## config.mk

```make
export PLATFORM = sky130hd
export DESIGN_NAME = key_input_top
export DESIGN_NICKNAME = d
export VERILOG_FILES = /design/src/common/key_event_pkg.sv /design/src/common/key_ctrl_pkg.sv /design/src/verilog/key_sync.sv /design/src/debounce/key_debounce.sv /design/src/verilog/key_event_gen.sv /design/src/verilog/key_event_fifo.sv /design/src/verilog/key_input_top.sv
export VERILOG_INCLUDE_DIRS = /design/src /design/src/common
export SDC_FILE = /design/constraint.sdc
export NUM_CORES = 1
export LEC_CHECK = 0
export BUFFER_PORTS_ARGS = -buffer_cell sky130_fd_sc_hd__buf_2
export CAP_MARGIN = 25
export CORE_ASPECT_RATIO = 1.25
export CORE_MARGIN = 3
export CORE_UTILIZATION = 57
export DETAILED_ROUTE_END_ITERATION = 16
export GPL_TIMING_DRIVEN = 0
export PLACE_DENSITY = 0.77
export RECOVER_POWER = 25
export SYNTH_ARGS = -nofsm -noshare
export SYNTH_HDL_FRONTEND = slang
export SYNTH_HIERARCHICAL = 1
export SYNTH_SLANG_ARGS = --single-unit
```

## constraint.sdc

```tcl
create_clock -name clk -period 2.15 [get_ports clk]
set_input_delay 0.215 -clock clk [delete_from_list [all_inputs] [get_ports clk]]
set_output_delay 0.215 -clock clk [all_outputs]
set_load 0.02 [all_outputs]
```

## src/common/key_defs.svh

```systemverilog
`ifndef KEY_DEFS_SVH
`define KEY_DEFS_SVH

// ~~~~~~~~~~~~~~~~~~~~~~~~~~~~~~~~~~~~~~~~~~~~~~~~~~~~~~~~~~~~~~~~~~~~~~~~~~~~
// key count and index width
// ~~~~~~~~~~~~~~~~~~~~~~~~~~~~~~~~~~~~~~~~~~~~~~~~~~~~~~~~~~~~~~~~~~~~~~~~~~~~
`define KEY_NUM                 8
`define KEY_ID_W                3

// ~~~~~~~~~~~~~~~~~~~~~~~~~~~~~~~~~~~~~~~~~~~~~~~~~~~~~~~~~~~~~~~~~~~~~~~~~~~~
// debounce timing
// ~~~~~~~~~~~~~~~~~~~~~~~~~~~~~~~~~~~~~~~~~~~~~~~~~~~~~~~~~~~~~~~~~~~~~~~~~~~~
`define KEY_CLK_PRD_NS          10
`define KEY_LOW_THRESHOLD_NS    200     // 20 cycles at 10 ns
`define KEY_HIGH_THRESHOLD_NS   300     // 30 cycles at 10 ns

// released level, keys are active low
`define KEY_RST_LEVEL           1'b1

// event queue
`define KEY_FIFO_DEPTH          4

`endif

```

## src/common/key_event_pkg.sv

```systemverilog
`default_nettype none
`include "key_defs.svh"

package key_event_pkg;

    // ~~~~~~~~~~~~~~~~~~~~~~~~~~~~~~~~~~~~~~~~~~~~~~~~~~~~~~~~~~~~~~~~~~~~~~~~
    // key events as seen by the consumer
    // ~~~~~~~~~~~~~~~~~~~~~~~~~~~~~~~~~~~~~~~~~~~~~~~~~~~~~~~~~~~~~~~~~~~~~~~~

    // encoding matches the debounced line level
    typedef enum logic {
        key_press   = 1'b0,     // line went low
        key_release = 1'b1      // line went high
    } key_kind_e;

    // four bits in all
    typedef struct packed {
        key_kind_e             kind;
        logic [`KEY_ID_W-1:0]  key_id;
    } key_event_t;

endpackage

`default_nettype wire

```

## src/common/key_ctrl_pkg.sv

```systemverilog
`default_nettype none

package key_ctrl_pkg;

    // ~~~~~~~~~~~~~~~~~~~~~~~~~~~~~~~~~~~~~~~~~~~~~~~~~~~~~~~~~~~~~~~~~~~~~~~~
    // debounce filter control
    // ~~~~~~~~~~~~~~~~~~~~~~~~~~~~~~~~~~~~~~~~~~~~~~~~~~~~~~~~~~~~~~~~~~~~~~~~

    typedef enum logic {
        deb_stable   = 1'b0,    // output matches input, counter saturated
        deb_settling = 1'b1     // input changed, waiting for threshold
    } deb_state_e;

endpackage

`default_nettype wire

```

## src/verilog/key_sync.sv

```systemverilog
`timescale 1ns/1ns
`default_nettype none
`include "key_defs.svh"

module key_sync (
    input  logic               clk,
    input  logic               rst,
    input  logic [`KEY_NUM-1:0] key_raw,
    output logic [`KEY_NUM-1:0] key_sync_q
);

    logic [`KEY_NUM-1:0] sync_meta;     // first stage, may go metastable

    // both stages start released so reset gives no edge downstream
    always_ff @(posedge clk) begin
        if (rst) begin
            sync_meta  <= {`KEY_NUM{`KEY_RST_LEVEL}};
            key_sync_q <= {`KEY_NUM{`KEY_RST_LEVEL}};
        end else begin
            sync_meta  <= key_raw;
            key_sync_q <= sync_meta;
        end
    end

endmodule

`default_nettype wire

```

## src/debounce/key_debounce.sv

```systemverilog
`timescale 1ns/1ns
`default_nettype none
`include "key_defs.svh"

module key_debounce #(
    parameter int LOW_CYCLES  = `KEY_LOW_THRESHOLD_NS / `KEY_CLK_PRD_NS,
    parameter int HIGH_CYCLES = `KEY_HIGH_THRESHOLD_NS / `KEY_CLK_PRD_NS
) (
    input  logic clk,
    input  logic rst,
    input  logic en,
    input  logic key_in,
    output logic key_out
);

    localparam int MAX_CYCLES = (LOW_CYCLES > HIGH_CYCLES) ? LOW_CYCLES : HIGH_CYCLES;
    localparam int CNT_W      = $clog2(MAX_CYCLES + 2);  // room for cnt + 1 at the limit

    logic                     key_prev;
    logic                     key_out_r;
    logic                     key_chg;
    logic [CNT_W-1:0]         cnt;
    logic [CNT_W-1:0]         cnt_nxt;
    logic [CNT_W-1:0]         cnt_lim;
    key_ctrl_pkg::deb_state_e state;

    assign key_chg = key_in ^ key_prev;
    assign cnt_nxt = cnt + 1'b1;
    assign cnt_lim = key_in ? CNT_W'(HIGH_CYCLES) : CNT_W'(LOW_CYCLES);  // per-level limit

    // ~~~~~~~~~~~~~~~~~~~~~~~~~~~~~~~~~~~~~~~~~~~~~~~~~~~~~~~~~~~~~~~~~~~~~~~~
    // settle counter and level commit
    // ~~~~~~~~~~~~~~~~~~~~~~~~~~~~~~~~~~~~~~~~~~~~~~~~~~~~~~~~~~~~~~~~~~~~~~~~
    always_ff @(posedge clk) begin
        if (rst) begin
            key_prev  <= `KEY_RST_LEVEL;
            key_out_r <= `KEY_RST_LEVEL;
            cnt       <= '0;
            state     <= key_ctrl_pkg::deb_stable;
        end else begin
            key_prev <= key_in;
            case (state)
                key_ctrl_pkg::deb_stable: begin
                    if (key_chg) begin
                        cnt   <= '0;                            // restart on any edge
                        state <= key_ctrl_pkg::deb_settling;
                    end
                end
                key_ctrl_pkg::deb_settling: begin
                    if (key_chg) begin
                        cnt <= '0;                              // bounce, start over
                    end else if (cnt_nxt >= cnt_lim) begin
                        cnt       <= cnt_nxt;                   // saturate at limit
                        key_out_r <= key_in;
                        state     <= key_ctrl_pkg::deb_stable;
                    end else begin
                        cnt <= cnt_nxt;
                    end
                end
                default: state <= key_ctrl_pkg::deb_stable;
            endcase
        end
    end

    // filter keeps running while bypassed so it is in step when en returns
    assign key_out = en ? key_out_r : key_in;

endmodule

`default_nettype wire

```

## src/verilog/key_event_gen.sv

```systemverilog
`timescale 1ns/1ns
`default_nettype none
`include "key_defs.svh"

module key_event_gen (
    input  logic                      clk,
    input  logic                      rst,
    input  logic [`KEY_NUM-1:0]       key_level,
    output key_event_pkg::key_event_t evt_in,
    output logic                      evt_in_valid,
    input  logic                      evt_in_ready,
    output logic                      overflow
);

    logic [`KEY_NUM-1:0]  level_prev;
    logic [`KEY_NUM-1:0]  pending;
    logic [`KEY_NUM-1:0]  level_chg;
    logic [`KEY_NUM-1:0]  acc_mask;
    logic [`KEY_ID_W-1:0] low_id;
    logic [`KEY_ID_W-1:0] sel_id;
    logic [`KEY_ID_W-1:0] hold_id;
    logic                 hold_q;
    logic                 evt_acc;

    assign level_chg = key_level ^ level_prev;

    // ~~~~~~~~~~~~~~~~~~~~~~~~~~~~~~~~~~~~~~~~~~~~~~~~~~~~~~~~~~~~~~~~~~~~~~~~
    // pick lowest pending key
    // ~~~~~~~~~~~~~~~~~~~~~~~~~~~~~~~~~~~~~~~~~~~~~~~~~~~~~~~~~~~~~~~~~~~~~~~~
    always_comb begin
        low_id = '0;
        for (int i = `KEY_NUM - 1; i >= 0; i--) begin
            if (pending[i]) begin
                low_id = `KEY_ID_W'(i);     // last hit wins, so lowest index
            end
        end
    end

    assign sel_id       = hold_q ? hold_id : low_id;    // keep a stalled offer
    assign evt_in_valid = |pending;
    assign evt_in.key_id = sel_id;
    assign evt_in.kind   = key_event_pkg::key_kind_e'(key_level[sel_id]);
    assign evt_acc      = evt_in_valid & evt_in_ready;
    assign acc_mask     = evt_acc ? (`KEY_NUM'(1) << sel_id) : '0;

    always_ff @(posedge clk) begin
        if (rst) begin
            level_prev <= {`KEY_NUM{`KEY_RST_LEVEL}};
            pending    <= '0;
            hold_q     <= 1'b0;
            overflow   <= 1'b0;
        end else begin
            level_prev <= key_level;
            pending    <= (pending & ~acc_mask) | level_chg;
            hold_q     <= evt_in_valid & ~evt_in_ready;
            // a second change before the first was taken loses an event
            if (|(level_chg & pending & ~acc_mask)) begin
                overflow <= 1'b1;
            end
        end
    end

    always_ff @(posedge clk) begin
        hold_id <= sel_id;
    end

endmodule

`default_nettype wire

```

## src/verilog/key_event_fifo.sv

```systemverilog
`timescale 1ns/1ns
`default_nettype none
`include "key_defs.svh"

module key_event_fifo (
    input  logic                      clk,
    input  logic                      rst,
    input  key_event_pkg::key_event_t in_evt,
    input  logic                      in_valid,
    output logic                      in_ready,
    output key_event_pkg::key_event_t out_evt,
    output logic                      out_valid,
    input  logic                      out_ready
);

    localparam int DEPTH = `KEY_FIFO_DEPTH;
    localparam int PTR_W = (DEPTH > 1) ? $clog2(DEPTH) : 1;
    localparam int CNT_W = $clog2(DEPTH + 1);

    key_event_pkg::key_event_t mem [DEPTH];
    logic [PTR_W-1:0]          wr_ptr;
    logic [PTR_W-1:0]          rd_ptr;
    logic [CNT_W-1:0]          count;
    logic                      do_wr;
    logic                      do_rd;

    assign in_ready  = (count != CNT_W'(DEPTH));
    assign out_valid = (count != '0);
    assign out_evt   = mem[rd_ptr];
    assign do_wr     = in_valid & in_ready;
    assign do_rd     = out_valid & out_ready;

    always_ff @(posedge clk) begin
        if (do_wr) begin
            mem[wr_ptr] <= in_evt;
        end
    end

    // ~~~~~~~~~~~~~~~~~~~~~~~~~~~~~~~~~~~~~~~~~~~~~~~~~~~~~~~~~~~~~~~~~~~~~~~~
    // pointers and occupancy
    // ~~~~~~~~~~~~~~~~~~~~~~~~~~~~~~~~~~~~~~~~~~~~~~~~~~~~~~~~~~~~~~~~~~~~~~~~
    always_ff @(posedge clk) begin
        if (rst) begin
            wr_ptr <= '0;
            rd_ptr <= '0;
            count  <= '0;
        end else begin
            if (do_wr) begin
                wr_ptr <= (wr_ptr == PTR_W'(DEPTH - 1)) ? '0 : wr_ptr + 1'b1;
            end
            if (do_rd) begin
                rd_ptr <= (rd_ptr == PTR_W'(DEPTH - 1)) ? '0 : rd_ptr + 1'b1;
            end
            if (do_wr && !do_rd) begin
                count <= count + 1'b1;
            end else if (do_rd && !do_wr) begin
                count <= count - 1'b1;
            end                                     // both or neither: no change
        end
    end

endmodule

`default_nettype wire

```

## src/verilog/key_input_top.sv

```systemverilog
`timescale 1ns/1ns
`default_nettype none
`include "key_defs.svh"

module key_input_top (
    input  logic                      clk,
    input  logic                      rst,
    input  logic                      en,
    input  logic [`KEY_NUM-1:0]       key_raw,
    output key_event_pkg::key_event_t evt,
    output logic                      evt_valid,
    input  logic                      evt_ready,
    output logic                      overflow
);

    logic [`KEY_NUM-1:0]       key_sync_q;
    logic [`KEY_NUM-1:0]       key_level;
    key_event_pkg::key_event_t evt_in;
    logic                      evt_in_valid;
    logic                      evt_in_ready;

    key_sync u_sync (
        .clk        (clk),
        .rst        (rst),
        .key_raw    (key_raw),
        .key_sync_q (key_sync_q)
    );

    // one filter per key line
    for (genvar k = 0; k < `KEY_NUM; k++) begin : g_deb
        key_debounce u_deb (
            .clk     (clk),
            .rst     (rst),
            .en      (en),
            .key_in  (key_sync_q[k]),
            .key_out (key_level[k])
        );
    end

    key_event_gen u_gen (
        .clk          (clk),
        .rst          (rst),
        .key_level    (key_level),
        .evt_in       (evt_in),
        .evt_in_valid (evt_in_valid),
        .evt_in_ready (evt_in_ready),
        .overflow     (overflow)
    );

    key_event_fifo u_fifo (
        .clk       (clk),
        .rst       (rst),
        .in_evt    (evt_in),
        .in_valid  (evt_in_valid),
        .in_ready  (evt_in_ready),
        .out_evt   (evt),
        .out_valid (evt_valid),
        .out_ready (evt_ready)
    );

endmodule

`default_nettype wire

```

## Yosys cells after proc, flatten, opt, wreduce, memory -nomap -nowiden

Memory sizes are Yosys's and may differ from the RTL's. A register that Yosys moved wholly into a read port is not among the register bits.
Index checks and enable logic that the tools add are counted.

- Bits in registers: 108
- RAM bits: 16
- Input port bits: 12
- Memories kept: 1

- Add/subtract/negate cells: 12
- $lt $le $gt $ge: 9
- Equality and inequality tests: 11
- Shift operators: 1
- Muxes and demuxes: 92
- Bitwise gates (word level): 34
- Reductions and logical operators: 16

Memories:

| name | words | bits a word | rd ports | clocked after memory_dff | wr ports | RTL line | text |
|---|---|---|---|---|---|---|---|
| u_fifo.mem | 4 | 4 | 1 | 1 | 1 | key_event_fifo.sv:20 | `key_event_pkg::key_event_t mem [DEPTH];` |

Operator list:

| operator | number |
|---|---|
| 2-to-1 mux 5 bit | 16 |
| one-hot mux 5 bit (2 select lines) | 8 |
| adder 5 x 1 -> 5 bit, second input constant | 8 |
| greater-or-equal comparator 5 bit | 8 |
| 2-to-1 mux 1 bit | 35 |
| 2-to-1 mux 3 bit | 11 |
| 2-to-1 mux 4 bit | 8 |
| bitwise AND 8 bit | 3 |
| AND reduction 3 bit | 8 |
| NOT 1 bit | 17 |
| != test 2 x 1 -> 1 bit, second input constant | 8 |
| one-hot mux 1 bit (2 select lines) | 8 |
| OR reduction 8 bit | 2 |
| 2-to-1 mux 2 bit | 4 |
| 2-to-1 mux 8 bit | 1 |
| NOT 8 bit | 1 |
| bitwise OR 8 bit | 1 |
| << shifter 1 x 3 -> 8 bit, first input constant | 1 |
| bitwise XOR 1 bit | 8 |
| bitwise XOR 8 bit | 1 |
| adder 2 x 1 -> 2 bit, second input constant | 2 |
| equality test 2 bit, second input constant | 2 |
| < comparator 3 x 4 -> 1 bit, second input constant | 1 |
| adder 3 x 1 -> 3 bit, second input constant | 1 |
| 8 further kinds | 12 |

## Longest topological paths before layout

- Depth in word-level cells: 14
- Gate-level depth with buffers: 10
- Mapped depth without buffers: 9

## Hierarchy

The synthesis kept the hierarchy.

Modules (own cells, without submodules):

| module | times used | cells each | area each (um^2) | sequential area each (um^2) |
|---|---|---|---|---|
| key_debounce | 8 | 58 | 528.0 | 160.2 |
| key_event_gen | 1 | 122 | 1068.5 | 420.4 |
| key_event_fifo | 1 | 68 | 1054.8 | 660.6 |
| key_sync | 1 | 33 | 431.7 | 320.3 |

## Worst setup path before layout

Ideal clock, no wire load.

- Path type: register to register
- From: register u_fifo.count[0]
- To: register u_fifo.count[2]
- Setup time: 0.070 ns
- Data arrival time: 2.162 ns
- Slack: -0.082 ns
- Stages on the path, launching flop included: 8
- Buffers on the path: 0
- Clock period less this slack: 2.232 ns
- Cells stage by stage: dfxtp_1 > o31ai_1 > ha_1 > inv_1 > fa_1 > xor2_1 > or3_2 > a21oi_1

- Longest elaborated chain between the ends: 5
- Elaborated cells on any way between the ends: 13

Ends and longest elaborated chain:

| item | RTL line | text |
|---|---|---|
| start: declaration | key_event_fifo.sv:23 | `logic [CNT_W-1:0] count;` |
| start signal: assignment | key_event_fifo.sv:55 | `count <= count + 1'b1;` |
| start signal: assignment | key_event_fifo.sv:57 | `count <= count - 1'b1;` |
| branches (longest 5 deep; another with subtractor 3 x 1 -> 3 bit) | -- |  |

Parallel ways; which one is timed is not known. The select of a mux whose other input is x is not followed.
A chain may end at the register's enable or synchronous reset.

==> impl_metrics.yaml <==
yosys:
  syn_area_mm2: 0.006779
  synth_cells: 687
  synthArstFlopShare: 0
  ys_seq_area_frac: 0.3957
  ys.flop_type: "dfxtp_1"
  synth_seq_cells: 126
  synthesis.nets: 730
  yosysUniqueCellTypes: 60
  synth_edf_count: 16
  yosysWarnings: 6
  avgSynthCellArea_um2: 9.868
timing:
  maxSlewHeadroom: 0.4012
  max_clock_freq_mhz: 478.8
  fin_skew_ps: 4.931
  finalCriticalPeriod_ps: 2089
  drv_slew: 0
  fin_hold_ws_ps: 193.2
  setup_viol: 0
  hold_viol: 0
  fin_crit_sh: 0.9715
  setup_slack_ps: 61.32
  rsz0062_at_grt: "yes"
  tightest_slew_ps: 898.2
floorplanning:
  rows: 43
  die_w_um: 103.5
  dieArea_mm2: 0.01325
  die_h_um: 127.9
  ios: 18
  core_mm2: 0.01135
  initial_utilization: 0.5972
grt:
  grt_pass1_vias: 4916
  grt_max_degree: 58
  grt_overflow: 0
  grt_first_pass_wirelength_mm: 21.96
  track_usage: 0.2012
  antenna_found_initial: 0
finish:
  layoutNonFillerInstCount: 909
  multi_input_area_mm2: 0.003664
  fin_nets: 782
  regArea_mm2: 0.002706
  syn_to_final_growth_pct: 17.24
  fillers: 849
  drive_above_1_share: 0.2154
  antenna_cells: 0
outcome:
  status: "finished clean"
clocking:
  clkTransAtPathRegs_ps: 50
  clock_latency_ps: 410
  htreeDepth: 4
  cts_root_buf: "clkbuf_16"
  cts_num_sinks: 126
  cts_tree: "yes"
  cts.path.max_buffers: 2
  cts_buffers: 17
routing:
  via_count: 5019
  drc: 0
  ant_nets: 0
  wl_per_cell_um: 14.20
  dr.first_iter.drc_count: 170
  drt_wl_total_mm: 12.91
  via_per_inst: 5.521
  first_pass_iters: 5
power_and_ir_drop:
  irDropWorstVdd_mv: 0.8996
  p_switching_w: 0.002075
  p_int_w: 0.005384
  combPwrFrac: 0.210
  p_sw_frac: 0.2782
  power.share.clock: 0.400
  seq_power_share: 0.390
  pwr_density_cell_mw_per_mm2: 938.6
  power.leakage_nw: 2.988
worst_setup_path:
  arrival_ps: 2240
  critical_path_class: "flip-flop to flip-flop"
  end_kind: "flip-flop"
  cp_data_required_time_ps: 2300
  path_max_fanout: 10
  critPathLaunchType: "flip-flop"
place:
  port_buffers: 17
  pre_cts_ws_ps: -177.0
  dpl.hpwl_mm: 8.779
  gp_congestion: 0.8739
  dpl.cell_count: 861
hold_path:
  hp-class: "primary input to flip-flop"
job:
  maxCapViolCount: 0
power groups by stage:
stage / clock, W / combinational, W / sequential (W)
after floorplan: 0 / 0.00109 / 0.00289
after global routing: 0.00314 / 0.00172 / 0.00294
after CTS: 0.00303 / 0.00144 / 0.00291
final: 0.00298 / 0.00157 / 0.00291
after global placement: 0 / 0.00133 / 0.00292
after detailed placement: 0 / 0.00139 / 0.00294
critical path: stages (launching register included):
cell and delay [ps]:
dfxtp_1 300, buf_2 180, nor3_1 170, o31a_1 160
or2_1 180, buf_6 180, mux2i_1 200, mux2i_1 120
mux2_2 310
flip-flops by register name, summed over array words and instances, names as in the netlist, named ones only:
name and cells:
g_deb.u_deb/cnt 40, g_deb.u_deb/key_out_r 8, g_deb.u_deb/key_prev 8, g_deb.u_deb/state 8
u_fifo/count 3, u_fifo/mem 16, u_fifo/rd_ptr 2, u_fifo/wr_ptr 2
u_gen/hold_id 3, u_gen/hold_q 1, u_gen/level_prev 8, u_gen/overflow 1
u_gen/pending 8, u_sync/key_sync_q 8, u_sync/sync_meta 8
layer usage:
layer / global-route usage / up-vias / routed length (um)
li1: - / 2537 / -
met1: 0.2235 / 2385 / 5478
met2: 0.3644 / 76 / 6845
met3: 0.04282 / 21 / 341
met4: 0.1033 / 0 / 241
met5: 0 / - / 0
what timing repair did:
action	4_1_cts	5_1_grt
buffers inserted	1	7
endpoints found under the setup margin	6	11
resized for setup	10	15
hold endpoints to repair	8	0
hold buffers	8	0
pin swaps	0	4
layout by cell type, fill, tap and decap left out, types with 9 or more instances in the layout:
cell type	synthesis	final
dfxtp_1	110	97
clkbuf_16	0	17
xnor2_1	52	52
buf_2	2	19
nand2_1	28	27
ha_1	30	29
or2_1	25	25
inv_1	45	44
nand3_1	28	28
nand4b_1	16	16
or3_1	9	9
mux2i_1	18	18
buf_6	18	19
nand4_1	17	17
dfxtp_2	0	10
edfxtp_1	16	16
clkbuf_1	10	10
a21oi_1	19	18
xor2_1	22	22
o21ai_0	9	9
nor2_1	58	58
nand2b_1	10	10
buf_4	10	16
nand3b_1	9	9
logic make-up after synthesis:
kind of cell / after synthesis / synth area share
AND/OR/NAND/NOR: 236 / 0.1947
flip-flops: 126 / 0.3957
AO/OA/AOI/OAI: 109 / 0.1394
buffers and inverters: 88 / 0.07475
XOR/XNOR: 74 / 0.09561
adder cells (fa/ha/maj): 31 / 0.05832
multiplexers: 23 / 0.04153
synth_stat cells, types with 4 or more instances:
cell	instances	share of area
o2111ai_1	8	0.010
edfxtp_1	16	0.071
o221ai_2	8	0.018
nand2b_1	10	0.0092
xnor2_1	52	0.067
o22ai_1	8	0.0074
ha_1	30	0.055
a2111oi_0	8	0.010
mux2i_1	18	0.027
or2_1	25	0.023
nor2_1	58	0.032
nand2_1	28	0.016
xor2_1	22	0.028
nand4b_1	16	0.021
or2_2	8	0.0074
mux4_2	4	0.013
and3_2	4	0.0044
nand3b_1	9	0.010
clkbuf_1	10	0.0055
a21boi_4	8	0.022
nor3b_1	8	0.0089
buf_4	10	0.011
or3_1	9	0.0083
dfxtp_1	110	0.32
o21ai_0	9	0.0066
buf_6	18	0.030
a21oi_1	19	0.014
inv_1	45	0.025
o21bai_1	8	0.0089
nand3_1	28	0.021
a2bb2oi_1	8	0.010
nand4_1	17	0.016
a21bo_2	8	0.012
final timing paths:
kind / from / to / slack (ps) / cells past startpoint
worst max-delay path: u_gen/hold_q$_SDFF_PP0_ / u_fifo/mem[2][3]$_DFFE_PP_ / 60 / 8
worst min-delay path: evt_ready / u_fifo/rd_ptr[0]$_SDFFE_PP0P_ / 190 / 4
worst max register to register: u_gen/hold_q$_SDFF_PP0_ / u_fifo/mem[2][3]$_DFFE_PP_ / 60 / 8
worst min register to register: u_sync/sync_meta[1]$_SDFF_PP1_ / u_sync/key_sync_q[1]$_SDFF_PP1_ / 410 / 1
layout make-up:
type                       count  area share
timing repair buffer          33     0.02991
buffer                        41     0.04314
inverter                      47     0.02267
multi-input combinational    473      0.4610
sequential                   126      0.3405
tap                          157     0.02472
clock buffer                  17     0.05353
clock inverter                15     0.02456
through the flow:
stage,total power (W),cell area (um^2),utilization,TNS [ps]
detailed placement,0.004331,7089,0.6245,-507.4
global placement,0.004248,7089,0.6245,-101.0
floorplan,0.003981,6808,-,0
CTS,0.007379,7826,0.6894,-384.3
finish,0.007459,7948,0.7001,0
global route,0.007801,7948,0.7001,-86.32
Note: power is estimated with default switching activity, not from simulation.
